--- src/logic/fm_pkg.sv ---
package fm_pkg;

	// Slot geometry, six channels of four operators
	localparam int num_ch = 6;
	localparam int num_op = 4;
	localparam int num_slots = 24;
	localparam int slot_w = 5;

	// Timer B advances once every this many slot rounds
	localparam int timer_b_div = 16;

	// Register numbers as seen on the host port
	// Operator and channel entries are group base values,
	// the low bits carry the channel and operator fields
	typedef enum logic [7:0] {
		reg_lfo     = 8'h22,
		reg_clka1   = 8'h24,
		reg_clka2   = 8'h25,
		reg_clkb    = 8'h26,
		reg_timer   = 8'h27,
		reg_kon     = 8'h28,
		reg_dt_mul  = 8'h30,
		reg_tl      = 8'h40,
		reg_ks_ar   = 8'h50,
		reg_fnum_lo = 8'hA0,
		reg_fnum_hi = 8'hA4,
		reg_fb_alg  = 8'hB0
	} fm_reg_e;

	// Kinds of slot parameter update
	typedef enum logic [2:0] {
		// Per operator, target is one slot
		upd_dt_mul,
		upd_tl,
		upd_ks_ar,
		// Per channel, shared by the four operators
		upd_fnum,
		upd_fb_alg,
		// Operator mask for one channel, written at once
		upd_keyon
	} fm_upd_e;

endpackage

--- src/logic/fm_update_if.sv ---
`timescale 1ns/1ps

// One pending parameter update, decoder to slot register file
interface fm_update_if;
	logic valid;
	fm_pkg::fm_upd_e kind;
	logic [2:0] ch;
	logic [1:0] op;
	logic [15:0] data;
	// One cycle pulse once the target slot has been written
	logic done;

	modport issuer (
		output valid, kind, ch, op, data,
		input  done
	);

	modport sink (
		input  valid, kind, ch, op, data,
		output done
	);
endinterface

--- src/logic/fm_reg_decoder.sv ---
`timescale 1ns/1ps

module fm_reg_decoder (
	input  logic clk,
	input  logic rst,
	input  logic write,
	input  logic [1:0] addr,
	input  logic [7:0] din,
	output logic busy,
	output logic lfo_en,
	output logic [2:0] lfo_freq,
	output logic [9:0] value_a,
	output logic [7:0] value_b,
	output logic load_a,
	output logic load_b,
	output logic stop_a,
	output logic stop_b,
	output logic en_irq_a,
	output logic en_irq_b,
	output logic clr_flag_a,
	output logic clr_flag_b,
	fm_update_if.issuer upd
);

	logic [7:0] sel_reg;
	logic [2:0] sel_ch;
	logic [1:0] sel_op;
	// Block and F-number high bits, waiting for the 0xA0 write
	logic [5:0] fnum_hi_latch;

	logic ch_ok;
	logic slot_hit;
	fm_pkg::fm_upd_e slot_kind;
	logic [2:0] kon_ch;

	// Field value 3 is not a channel
	assign ch_ok = sel_reg[1:0] != 2'b11;
	assign kon_ch = 3'(din[1:0]) + (din[2] ? 3'd3 : 3'd0);

	// Which selected numbers become slot updates
	always_comb begin
		slot_hit = ch_ok;
		slot_kind = fm_pkg::upd_dt_mul;
		if ({sel_reg[7:4], 4'h0} == fm_pkg::reg_dt_mul)
			slot_kind = fm_pkg::upd_dt_mul;
		else if ({sel_reg[7:4], 4'h0} == fm_pkg::reg_tl)
			slot_kind = fm_pkg::upd_tl;
		else if ({sel_reg[7:4], 4'h0} == fm_pkg::reg_ks_ar)
			slot_kind = fm_pkg::upd_ks_ar;
		else if ({sel_reg[7:2], 2'b00} == fm_pkg::reg_fnum_lo)
			slot_kind = fm_pkg::upd_fnum;
		else if ({sel_reg[7:2], 2'b00} == fm_pkg::reg_fb_alg)
			slot_kind = fm_pkg::upd_fb_alg;
		else
			slot_hit = 1'b0;
	end

	always_ff @(posedge clk) begin
		if (rst) begin
			sel_reg <= 8'h00;
			sel_ch <= 3'd0;
			sel_op <= 2'd0;
			fnum_hi_latch <= 6'd0;
			busy <= 1'b0;
			upd.valid <= 1'b0;
			{lfo_en, lfo_freq} <= 4'd0;
			value_a <= 10'd0;
			value_b <= 8'd0;
			{load_a, load_b, stop_a, stop_b} <= 4'd0;
			{en_irq_a, en_irq_b, clr_flag_a, clr_flag_b} <= 4'd0;
		end else begin
			// Timer control pulses last one cycle
			{load_a, load_b, stop_a, stop_b} <= 4'd0;
			{clr_flag_a, clr_flag_b} <= 2'd0;

			if (upd.valid) begin
				if (upd.done) begin
					upd.valid <= 1'b0;
					busy <= 1'b0;
				end
			end else begin
				busy <= 1'b0;
			end

			if (write && !busy) begin
				if (!addr[0]) begin
					sel_reg <= din;
					sel_ch <= 3'(din[1:0]) + (addr[1] ? 3'd3 : 3'd0);
					// Chip order S1 S3 S2 S4
					sel_op <= {din[2], din[3]};
				end else begin
					busy <= 1'b1;
					if (sel_reg == fm_pkg::reg_kon) begin
						if (din[1:0] != 2'b11) begin
							upd.valid <= 1'b1;
							upd.kind <= fm_pkg::upd_keyon;
							upd.ch <= kon_ch;
							upd.op <= 2'd0;
							upd.data <= {12'h000, din[7:4]};
						end
					end else if (slot_hit) begin
						upd.valid <= 1'b1;
						upd.kind <= slot_kind;
						upd.ch <= sel_ch;
						upd.op <= sel_op;
						upd.data <= (slot_kind == fm_pkg::upd_fnum) ?
							{2'b00, fnum_hi_latch, din} : {8'h00, din};
					end else if ({sel_reg[7:2], 2'b00} == fm_pkg::reg_fnum_hi) begin
						if (ch_ok)
							fnum_hi_latch <= din[5:0];
					end else begin
						case (sel_reg)
							fm_pkg::reg_lfo: {lfo_en, lfo_freq} <= din[3:0];
							fm_pkg::reg_clka1: value_a[9:2] <= din;
							fm_pkg::reg_clka2: value_a[1:0] <= din[1:0];
							fm_pkg::reg_clkb: value_b <= din;
							fm_pkg::reg_timer: begin
								load_a <= din[0];
								stop_a <= ~din[0];
								load_b <= din[1];
								stop_b <= ~din[1];
								{en_irq_b, en_irq_a} <= din[3:2];
								{clr_flag_b, clr_flag_a} <= din[5:4];
							end
							default: ;
						endcase
					end
				end
			end
		end
	end

	// Updates only run under busy, so the host cannot stack a second one
	assert property (@(posedge clk) disable iff (rst) upd.valid |-> busy);

	assert property (@(posedge clk) disable iff (rst)
		upd.valid |=> !upd.valid || $stable({upd.kind, upd.ch, upd.op, upd.data}));

endmodule

--- src/logic/fm_regs_top.sv ---
`timescale 1ns/1ps

module fm_regs_top (
	input  logic clk,
	input  logic rst,
	input  logic write,
	input  logic [1:0] addr,
	input  logic [7:0] din,
	output logic busy,
	output logic irq_n,
	output logic flag_a,
	output logic flag_b,
	output logic lfo_en,
	output logic [2:0] lfo_freq,
	output logic [2:0] slot_ch,
	output logic [1:0] slot_op,
	output logic [3:0] mul,
	output logic [2:0] dt,
	output logic [6:0] tl,
	output logic [1:0] ks,
	output logic [4:0] ar,
	output logic [10:0] fnum,
	output logic [2:0] block,
	output logic [2:0] fb,
	output logic [2:0] alg,
	output logic keyon
);

	logic [9:0] value_a;
	logic [7:0] value_b;
	logic load_a, load_b, stop_a, stop_b;
	logic en_irq_a, en_irq_b, clr_flag_a, clr_flag_b;
	logic round_start;

	fm_update_if upd_if ();

	fm_reg_decoder fm_reg_decoder_inst (
		.clk(clk), .rst(rst), .write(write), .addr(addr), .din(din),
		.busy(busy), .lfo_en(lfo_en), .lfo_freq(lfo_freq),
		.value_a(value_a), .value_b(value_b),
		.load_a(load_a), .load_b(load_b), .stop_a(stop_a), .stop_b(stop_b),
		.en_irq_a(en_irq_a), .en_irq_b(en_irq_b),
		.clr_flag_a(clr_flag_a), .clr_flag_b(clr_flag_b),
		.upd(upd_if.issuer)
	);

	fm_slot_regs fm_slot_regs_inst (
		.clk(clk), .rst(rst), .upd(upd_if.sink),
		.round_start(round_start), .slot_ch(slot_ch), .slot_op(slot_op),
		.mul(mul), .dt(dt), .tl(tl), .ks(ks), .ar(ar),
		.fnum(fnum), .block(block), .fb(fb), .alg(alg), .keyon(keyon)
	);

	fm_timers fm_timers_inst (
		.clk(clk), .rst(rst), .round_start(round_start),
		.value_a(value_a), .value_b(value_b),
		.load_a(load_a), .load_b(load_b), .stop_a(stop_a), .stop_b(stop_b),
		.en_irq_a(en_irq_a), .en_irq_b(en_irq_b),
		.clr_flag_a(clr_flag_a), .clr_flag_b(clr_flag_b),
		.flag_a(flag_a), .flag_b(flag_b), .irq_n(irq_n)
	);

endmodule

--- src/logic/fm_slot_regs.sv ---
`timescale 1ns/1ps

module fm_slot_regs (
	input  logic clk,
	input  logic rst,
	fm_update_if.sink upd,
	output logic round_start,
	output logic [2:0] slot_ch,
	output logic [1:0] slot_op,
	output logic [3:0] mul,
	output logic [2:0] dt,
	output logic [6:0] tl,
	output logic [1:0] ks,
	output logic [4:0] ar,
	output logic [10:0] fnum,
	output logic [2:0] block,
	output logic [2:0] fb,
	output logic [2:0] alg,
	output logic keyon
);

	logic [fm_pkg::slot_w-1:0] slot;

	// Operator storage, indexed by slot = op * 6 + ch
	logic [6:0] dt_mul_mem [fm_pkg::num_slots];
	logic [6:0] tl_mem [fm_pkg::num_slots];
	logic [6:0] ks_ar_mem [fm_pkg::num_slots];
	logic keyon_mem [fm_pkg::num_slots];

	// Channel storage
	logic [13:0] fnum_mem [fm_pkg::num_ch];
	logic [5:0] fb_alg_mem [fm_pkg::num_ch];

	logic ch_hit;
	logic op_hit;

	assign slot_ch = 3'(slot % fm_pkg::num_ch);
	assign slot_op = 2'(slot / fm_pkg::num_ch);
	assign round_start = slot == '0;

	assign ch_hit = slot_ch == upd.ch;
	assign op_hit = ch_hit && slot_op == upd.op;

	// Parameters of the current slot
	assign {dt, mul} = dt_mul_mem[slot];
	assign tl = tl_mem[slot];
	assign {ks, ar} = ks_ar_mem[slot];
	assign keyon = keyon_mem[slot];
	assign {block, fnum} = fnum_mem[slot_ch];
	assign {fb, alg} = fb_alg_mem[slot_ch];

	always_ff @(posedge clk) begin
		if (rst) begin
			slot <= '0;
			upd.done <= 1'b0;
			for (int i = 0; i < fm_pkg::num_slots; i++) begin
				dt_mul_mem[i] <= 7'd0;
				tl_mem[i] <= 7'd0;
				ks_ar_mem[i] <= 7'd0;
				keyon_mem[i] <= 1'b0;
			end
			for (int i = 0; i < fm_pkg::num_ch; i++) begin
				fnum_mem[i] <= 14'd0;
				fb_alg_mem[i] <= 6'd0;
			end
		end else begin
			slot <= (slot == fm_pkg::slot_w'(fm_pkg::num_slots - 1)) ? '0 : slot + 1'b1;
			upd.done <= 1'b0;
			// Skip the done cycle, valid is still up then
			if (upd.valid && !upd.done) begin
				case (upd.kind)
					fm_pkg::upd_dt_mul: if (op_hit) begin
						dt_mul_mem[slot] <= upd.data[6:0];
						upd.done <= 1'b1;
					end
					fm_pkg::upd_tl: if (op_hit) begin
						tl_mem[slot] <= upd.data[6:0];
						upd.done <= 1'b1;
					end
					fm_pkg::upd_ks_ar: if (op_hit) begin
						// KS in bits 7:6, AR in bits 4:0
						ks_ar_mem[slot] <= {upd.data[7:6], upd.data[4:0]};
						upd.done <= 1'b1;
					end
					fm_pkg::upd_fnum: if (ch_hit) begin
						fnum_mem[slot_ch] <= upd.data[13:0];
						upd.done <= 1'b1;
					end
					fm_pkg::upd_fb_alg: if (ch_hit) begin
						fb_alg_mem[slot_ch] <= upd.data[5:0];
						upd.done <= 1'b1;
					end
					fm_pkg::upd_keyon: begin
						for (int o = 0; o < fm_pkg::num_op; o++)
							keyon_mem[o * fm_pkg::num_ch + int'(upd.ch)] <= upd.data[o];
						upd.done <= 1'b1;
					end
					default: ;
				endcase
			end
		end
	end

	assert property (@(posedge clk) disable iff (rst) upd.done |-> upd.valid);

endmodule

--- src/logic/fm_timers.sv ---
`timescale 1ns/1ps

module fm_timers (
	input  logic clk,
	input  logic rst,
	input  logic round_start,
	input  logic [9:0] value_a,
	input  logic [7:0] value_b,
	input  logic load_a,
	input  logic load_b,
	input  logic stop_a,
	input  logic stop_b,
	input  logic en_irq_a,
	input  logic en_irq_b,
	input  logic clr_flag_a,
	input  logic clr_flag_b,
	output logic flag_a,
	output logic flag_b,
	output logic irq_n
);

	logic run_a;
	logic run_b;
	logic [9:0] cnt_a;
	logic [7:0] cnt_b;
	logic [$clog2(fm_pkg::timer_b_div)-1:0] div_b;
	logic tick_b;

	// Timer B prescaler over slot rounds
	assign tick_b = round_start && (int'(div_b) == fm_pkg::timer_b_div - 1);

	assign irq_n = !(flag_a || flag_b);

	always_ff @(posedge clk) begin
		if (rst) begin
			{run_a, run_b} <= 2'b00;
			cnt_a <= 10'd0;
			cnt_b <= 8'd0;
			div_b <= '0;
			{flag_a, flag_b} <= 2'b00;
		end else begin
			if (round_start)
				div_b <= tick_b ? '0 : div_b + 1'b1;

			if (load_a) begin
				cnt_a <= value_a;
				run_a <= 1'b1;
			end else if (stop_a) begin
				run_a <= 1'b0;
			end else if (run_a && round_start) begin
				if (cnt_a == 10'h3ff) begin
					cnt_a <= value_a;
					if (en_irq_a)
						flag_a <= 1'b1;
				end else begin
					cnt_a <= cnt_a + 1'b1;
				end
			end

			if (load_b) begin
				cnt_b <= value_b;
				run_b <= 1'b1;
				div_b <= '0;
			end else if (stop_b) begin
				run_b <= 1'b0;
			end else if (run_b && tick_b) begin
				if (cnt_b == 8'hff) begin
					cnt_b <= value_b;
					if (en_irq_b)
						flag_b <= 1'b1;
				end else begin
					cnt_b <= cnt_b + 1'b1;
				end
			end

			// Host clear wins over a same-cycle overflow
			if (clr_flag_a)
				flag_a <= 1'b0;
			if (clr_flag_b)
				flag_b <= 1'b0;
		end
	end

	// A flag only rises on an overflow of a running timer with its irq enabled
	assert property (@(posedge clk) disable iff (rst)
		$rose(flag_a) |-> $past(en_irq_a && run_a && round_start && cnt_a == 10'h3ff));

	assert property (@(posedge clk) disable iff (rst)
		$rose(flag_b) |-> $past(en_irq_b && run_b && tick_b && cnt_b == 8'hff));

endmodule

--- config.mk ---
export PLATFORM = sky130hd
export DESIGN_NAME = fm_regs_top
export DESIGN_NICKNAME = d
export VERILOG_FILES = /design/src/logic/fm_pkg.sv /design/src/logic/fm_update_if.sv /design/src/logic/fm_reg_decoder.sv /design/src/logic/fm_regs_top.sv /design/src/logic/fm_slot_regs.sv /design/src/logic/fm_timers.sv
export SDC_FILE = /design/constraint.sdc
export NUM_CORES = 1
export LEC_CHECK = 0
export BUFFER_PORTS_ARGS = -buffer_cell sky130_fd_sc_hd__buf_2
export CAP_MARGIN = 20
export CELL_PAD_IN_SITES_DETAIL_PLACEMENT = 1
export CELL_PAD_IN_SITES_GLOBAL_PLACEMENT = 2
export CORE_MARGIN = 1.5
export CORE_UTILIZATION = 50
export DETAILED_ROUTE_END_ITERATION = 8
export PLACE_DENSITY_LB_ADDON = 0.1
export SLEW_MARGIN = 20
export SYNTH_ARGS = -nofsm -noshare
export SYNTH_HDL_FRONTEND = slang
export SYNTH_SLANG_ARGS = --single-unit
--- constraint.sdc ---
create_clock -name clk -period 9.28 [get_ports clk]
set_clock_uncertainty 0.2 [all_clocks]
set_input_delay 0.928 -clock clk [delete_from_list [all_inputs] [get_ports clk]]
set_output_delay 0.928 -clock clk [all_outputs]
set_load 0.01 [all_outputs]
# Word level (Yosys, flattened, before mapping)
# Memories as Yosys holds them, arrays and structs flattened. A register that Yosys moved wholly into a read port is not among the register bits.
# Cells that the tools add are included.
[totals]
elab_cells = 247
ff_bits = 105
output_inout_bits = 55
ram_bits = 648
mem_count = 6
[memory_table]
columns = ["name", "depth", "width", "rd", "rd_ports_with_merged_regs", "wr", "line", "source"]
rows = [
  ["fm_slot_regs_inst.dt_mul_mem", 24, 7, 1, 1, 24, "fm_slot_regs.sv:25", "logic [6:0] dt_mul_mem [fm_pkg::num_slots];"],
  ["fm_slot_regs_inst.ks_ar_mem", 24, 7, 1, 1, 24, "fm_slot_regs.sv:27", "logic [6:0] ks_ar_mem [fm_pkg::num_slots];"],
  ["fm_slot_regs_inst.tl_mem", 24, 7, 1, 1, 24, "fm_slot_regs.sv:26", "logic [6:0] tl_mem [fm_pkg::num_slots];"],
  ["fm_slot_regs_inst.fnum_mem", 6, 14, 1, 0, 6, "fm_slot_regs.sv:31", "logic [13:0] fnum_mem [fm_pkg::num_ch];"],
  ["fm_slot_regs_inst.fb_alg_mem", 6, 6, 1, 0, 6, "fm_slot_regs.sv:32", "logic [5:0] fb_alg_mem [fm_pkg::num_ch];"],
  ["fm_slot_regs_inst.keyon_mem", 24, 1, 1, 1, 24, "fm_slot_regs.sv:28", "logic keyon_mem [fm_pkg::num_slots];"],
]
[classes]
n_div = 2
n_reduce_logical = 46
eq_ne = 29
muxes = 109
bitwise = 14
add_sub_neg = 9
[op_table]
columns = ["operator", "n"]
rows = [
  ["14-bit two-way mux", 5],
  ["1-bit two-way mux", 61],
  ["5-bit two-way mux", 11],
  ["8-bit by 6-bit == test with 1-bit output (second input constant)", 6],
  ["10-bit two-way mux", 4],
  ["3-bit two-way mux", 13],
  ["6-bit AND reduction", 6],
  ["5-bit by 3-bit divider with 32-bit output (second input constant)", 1],
  ["5-bit by 3-bit modulo with 32-bit output (second input constant)", 1],
  ["8-bit two-way mux", 4],
  ["7-bit OR reduction", 4],
  ["7-bit two-way mux", 3],
  ["6-bit == test (second input constant)", 3],
  ["5-bit AND reduction", 3],
  ["1-bit inverter", 14],
  ["14-bit OR reduction", 1],
  ["2-bit OR reduction", 6],
  ["10-bit by 1-bit adder with 10-bit output (second input constant)", 1],
  ["10-bit == test (second input constant)", 1],
  ["2-bit two-way mux", 5],
  ["2-bit nonzero test", 5],
  ["3-bit by 2-bit == test with 1-bit output (second input constant)", 3],
  ["8-bit by 1-bit adder with 8-bit output (second input constant)", 1],
  ["4-bit by 3-bit == test with 1-bit output (second input constant)", 2],
  ["other kinds (28)", 45],
]

# Longest topological paths before layout
[logic_depth]
ltp_word = 10
ltp_mapped = 18

# Cells and area by module
# From an unflattened synthesis, not the netlist that was laid out.
[hier_totals]
cells_unflattened = 3167
area_unflattened_um2 = 43757.0
[by_module_without_submodules]
columns = ["mod", "seq_area_each_um2", "area_each_um2", "cells_each", "instances"]
rows = [
  ["fm_slot_regs", 26065.0, 39142.5, 2727, 1],
  ["fm_reg_decoder", 1641.6, 2987.9, 249, 1],
  ["fm_timers", 520.5, 1626.6, 191, 1],
]

# Least setup slack after synthesis
# No wires, ideal clock.
[synth_path]
kind = "register to register"
startpoint = "register fm_slot_regs_inst.slot[0] (netlist bit)"
endpoint = "memory fm_slot_regs_inst.fnum_mem[7][0], enable pin"
path_buffers = 6
setup_slack_ns = 3.799
t_required_ns = 8.659
arrival_ns = 4.860
setup_time_ns = 0.421
path_stages_with_launch = 16
cell_sequence = "dfxtp_1 -> clkbuf_1 -> clkbuf_1 -> clkinv_1 -> clkbuf_1 -> ha_1 -> clkbuf_1 -> nand2b_1 -> a2111o_1 -> and2_1 -> clkbuf_2 -> a31o_2 -> buf_2 -> mux2_2 -> nand2_1 -> nor4_1"
[synth_rtl]
columns = ["element", "line", "source"]
rows = [
  ["from (decl)", "fm_slot_regs.sv:22", "logic [fm_pkg::slot_w-1:0] slot;"],
  ["from (signal assigned)", "fm_slot_regs.sv:67", "slot <= (slot == fm_pkg::slot_w'(fm_pkg::num_slots - 1)) ? '0 : slot + 1'b1;"],
  ["to (decl)", "fm_slot_regs.sv:31", ""],
]

# Worst setup path after layout
[layout_path]
startpoint = "register fm_slot_regs_inst.slot[4] (netlist bit)"
endpoint = "output port fb[2]"
[layout_via]
elab_chain_cells = 2
[layout_rtl]
columns = ["element", "line", "source"]
rows = [
  ["5-bit by 3-bit modulo with 32-bit output", "fm_slot_regs.sv:37", "assign slot_ch = 3'(slot % fm_pkg::num_ch);"],
  ["memory 6 x 6 bit", "--", ""],
  ["to (decl)", "fm_regs_top.sv:24", "output logic [2:0] fb,"],
]
# Every way passes these cells.

==> results by group <==
Status
  – Outcome: finished, final reports clean

Timing
  – Least-Margin Pin Slew: between 1 and 1.5 ns
  – Fmax: around 0.14 GHz
  – Period minus WS final: between 7 and 8 ns
  – Rel. slew slack: 0.2299
  – Final setup vio count: 0
  – Post-Route Setup TNS: 0 ns
  – Final Slew Violations: 0
  – Hold Fails Final Rpt: 0
  – RSZ-0062 raised after global routing: no
  – Fin crit share: 0.7651

Yosys
  – Area share of the largest cell type after synthesis: 0.6170
  – Post-Synth Adder-Cell Area: 0.005281
  – Cell count after synthesis: between 3000 and 4000
  – Mux contribution to synthesized area: 0.1524
  – Top_reg_cell synth: edfxtp_1
  – EDFF count, synth: just under 900
  – Synth area leaders: edfxtp_1 62%, mux4_2 11%, nor2_1 5.4%, dfxtp_1 3.8%, mux2i_1 3.2%
  – Post-synthesis compound-gate area fraction: 0.03209
  – Synthesis-stage register bit count: 967
  – Area leader, netlist: edfxtp_1
  – XOR/XNOR share of the synthesized area: 0.0008124
  – Netlist cell types: between 60 and 70
  – Post-synth ARST share: 0
  – Post-Synth Simple-Gate Area: 0.1283
  – Syn_nets: roughly 3100
  – Mapped Area: roughly 0.043 mm²
  – Synth warnings: 0
  – Main combinational cell family by area after synthesis: multiplexers
  – Post-synthesis sequential area ratio: 0.6546
  – Avg Cell Area, Syn: between 10 and 15 µm²

Setup path
  – Required time of the worst setup path: just over 8 ns
  – Crit path arrival time: 5.97 ns
  – Most numerous cell on the critical path: inv_2
  – CP startpoint kind: flop
  – Crit path max-delay cell type: inv_2
  – Biggest fanout along the worst timing path: 30
  – CP Cell Sequence: and2_1, inv_2, ha_1, nand2b_1, a2111o_1, a21boi_0, or3_1, nand2_1, inv_2, buf_4, mux4_2, mux2_2, buf_2
  – Critical path class: flop to output port
  – CP Capture Type: output port
  – Worst path max stage delay: about 0.80 ns

CTS
  – Worst-Skew Late Latency: around 0.69 ns
  – CTS root buf: clkbuf_16
  – Clock transition at path regs: around 0.060 ns
  – H-tree depth: 3
  – Clk sink count: approximately 970
  – CTS resizes: 0
  – Postcts setup bufs: 0
  – Post-CTS Hold Fix Bufs: 0
  – Num CTS Buffers: ~100
  – Clock Tree Buf Depth: 3
  – CTS tree: done

Detailed routing
  – WL/cell: roughly 30 µm
  – Via count: approximately 27000
  – Pre-Repair DR Iteration Count: 5
  – Vias per std cell: about 6.2
  – DRT Wirelength: ~130 mm
  – 1st-iter DRT viols: between 2000 and 3000
  – DRC Markers: 0
  – Antenna viol nets, final: 0

Power and ir drop
  – Comb power frac: 0.069
  – Leakage power: about 16 nW
  – Total power: 9.969 mW
  – Pwr dens: between 200 and 250 mW/mm²
  – Worst VDD drop: ~0.00016 V
  – Power Internal: 7.718 mW
  – P_sw: about 2.3 mW
  – Clock share of power: 0.442
  – Sequential share of power: 0.490
  – Net Sw Frac: 0.2258

Global routing
  – Total GRT Usage: 0.2989
  – Initial antenna violation count: 1
  – Vias in the first global route: ~27000
  – GRT overflow: 0
  – First-pass GRT wire length: between 150 and 200 mm
  – Pin count of the biggest net entering global routing: ~170

Floorplanning
  – # IOs: 68
  – Chip height: about 300 µm
  – Starting Density: 0.5056
  – Core Rows: ~110
  – Die Area: 0.08801 mm²
  – Die Wd: 296.7 µm
  – Core region area: about 0.085 mm²

Run
  – Max Cap Viol: 0

Cells and area
  – Final core utilization: 0.5617
  – Layout cells sized above 1: 0.1881
  – N_diodes: 0
  – Top Registers: fm_slot_regs_inst.dt_mul_mem: 224 flops, fm_slot_regs_inst.ks_ar_mem: 224 flops, fm_slot_regs_inst.tl_mem: 224 flops
  – Layout area overhead: 11.09%
  – Post-layout net count: 3102

Place
  – HPWL Detailed: roughly 87 mm
  – Port Buffers: between 60 and 70
  – GP Congestion: approximately 0.87

Hold path
  – Hold Crit Class: flop to flop
-- cells in the mapped netlist, types with 20 or more instances --
library cell	n
a21oi_1	37
and2_1	77
and3_1	29
buf_1	45
buf_2	44
clkbuf_1	137
dfxtp_1	81
edfxtp_1	886
mux2_2	29
mux2i_1	138
mux4_2	216
nand2_1	228
nand3_1	28
nor2_1	619
nor3_1	102
nor3_2	20
nor4_1	21
o21ai_0	103
o22ai_1	48
or2_2	28
-- cell type report --
class | count | area (µm²)
Clock inverter | 71 | 880.8
Tap cell | 1144 | 1431
Inverter | 23 | 88.84
Timing Repair Buffer | 113 | 713.2
Clock buffer | 120 | 2705
Sequential cell | 967 | 28230
Multi-Input combinational cell | 1864 | 13850
Fill cell | 8156 | 37380
-- power groups by stage --
stage | clock network, mW | registers [mW] | logic [mW]
2_1_floorplan | 0 | 4.94 | 0.453
3_3_place_gp | 0 | 4.97 | 0.665
3_5_place_dp | 0 | 4.97 | 0.680
4_1_cts | 4.44 | 4.88 | 0.683
5_1_grt | 4.58 | 4.89 | 0.719
6_report | 4.40 | 4.88 | 0.684
-- critical path: cells and delay by family (launching register included) --
family / cells / cell delay, ns
AOI/OAI and AO/OA: 2 / 0.67
adders and majority gates: 1 / 0.32
buffers and inverters: 4 / 1.74
DFF: 1 / 0.55
muxes: 2 / 0.85
and+or+nand+nor: 4 / 1.08
-- cells in the final DEF, fill, tap and decap left out, types with 14 or more instances in the layout --
cell	n
nor2b_1	14
o22ai_1	48
nand4_1	14
nor3_1	96
bufinv_16	19
nand2_1	228
clkbuf_1	14
nor2_1	618
edfxtp_1	886
and3_1	29
nor4_1	19
a31oi_1	14
buf_2	69
clkinv_1	26
mux2i_1	137
mux4_2	216
or2_2	28
nand3_1	28
ha_1	15
a21oi_1	36
o21ai_0	89
clkinv_2	22
mux2_2	29
nor3_2	26
dfxtp_1	79
clkbuf_16	106
nor3b_1	14
and2_1	77
buf_4	41
-- metrics by stage --
stage	cells	hold slack [ns]	setup slack, ns	instance area [µm²]
finish	4302	0.1914	2.180	47900
global route	4302	0.1980	1.688	47900
CTS	4300	0.1931	1.884	47840
detailed placement	4109	0.1811	2.655	44250
global placement	4109	0.1919	2.869	44250
floorplan	3095	0.1732	3.799	43120
-- final timing paths --
path	endpoint	from	depth (start not counted)	slack [ns]
max	fb[2]	fm_slot_regs_inst.slot[4]$_SDFF_PP0_	13	2.18
min	fm_timers_inst.flag_b$_SDFFE_PP0P_	fm_reg_decoder_inst.clr_flag_b$_SDFF_PP0_	1	0.19
max reg2reg	fm_slot_regs_inst.ks_ar_mem[19][4]$_SDFFCE_PN0P_	fm_slot_regs_inst.slot[4]$_SDFF_PP0_	13	2.77
min reg2reg	fm_timers_inst.flag_b$_SDFFE_PP0P_	fm_reg_decoder_inst.clr_flag_b$_SDFF_PP0_	1	0.19
-- cell families after synthesis --
group                    count (synthesis)
AO/OA/AOI/OAI                          235
XOR/XNOR                                 4
adder cells (fa/ha/maj)                 17
buffers and inverters                  264
flip-flops                             967
multiplexers                           383
AND/OR/NAND/NOR                       1225
-- layer usage --
metal  vias up  track usage  wire length, µm
li1      11520            -                -
met1     13990       0.4113            53050
met2      1080       0.4959            64040
met3       202      0.04692             8889
met4         2      0.08474             3756
met5         -            0               13
Note: power is estimated with default switching activity, not from simulation.
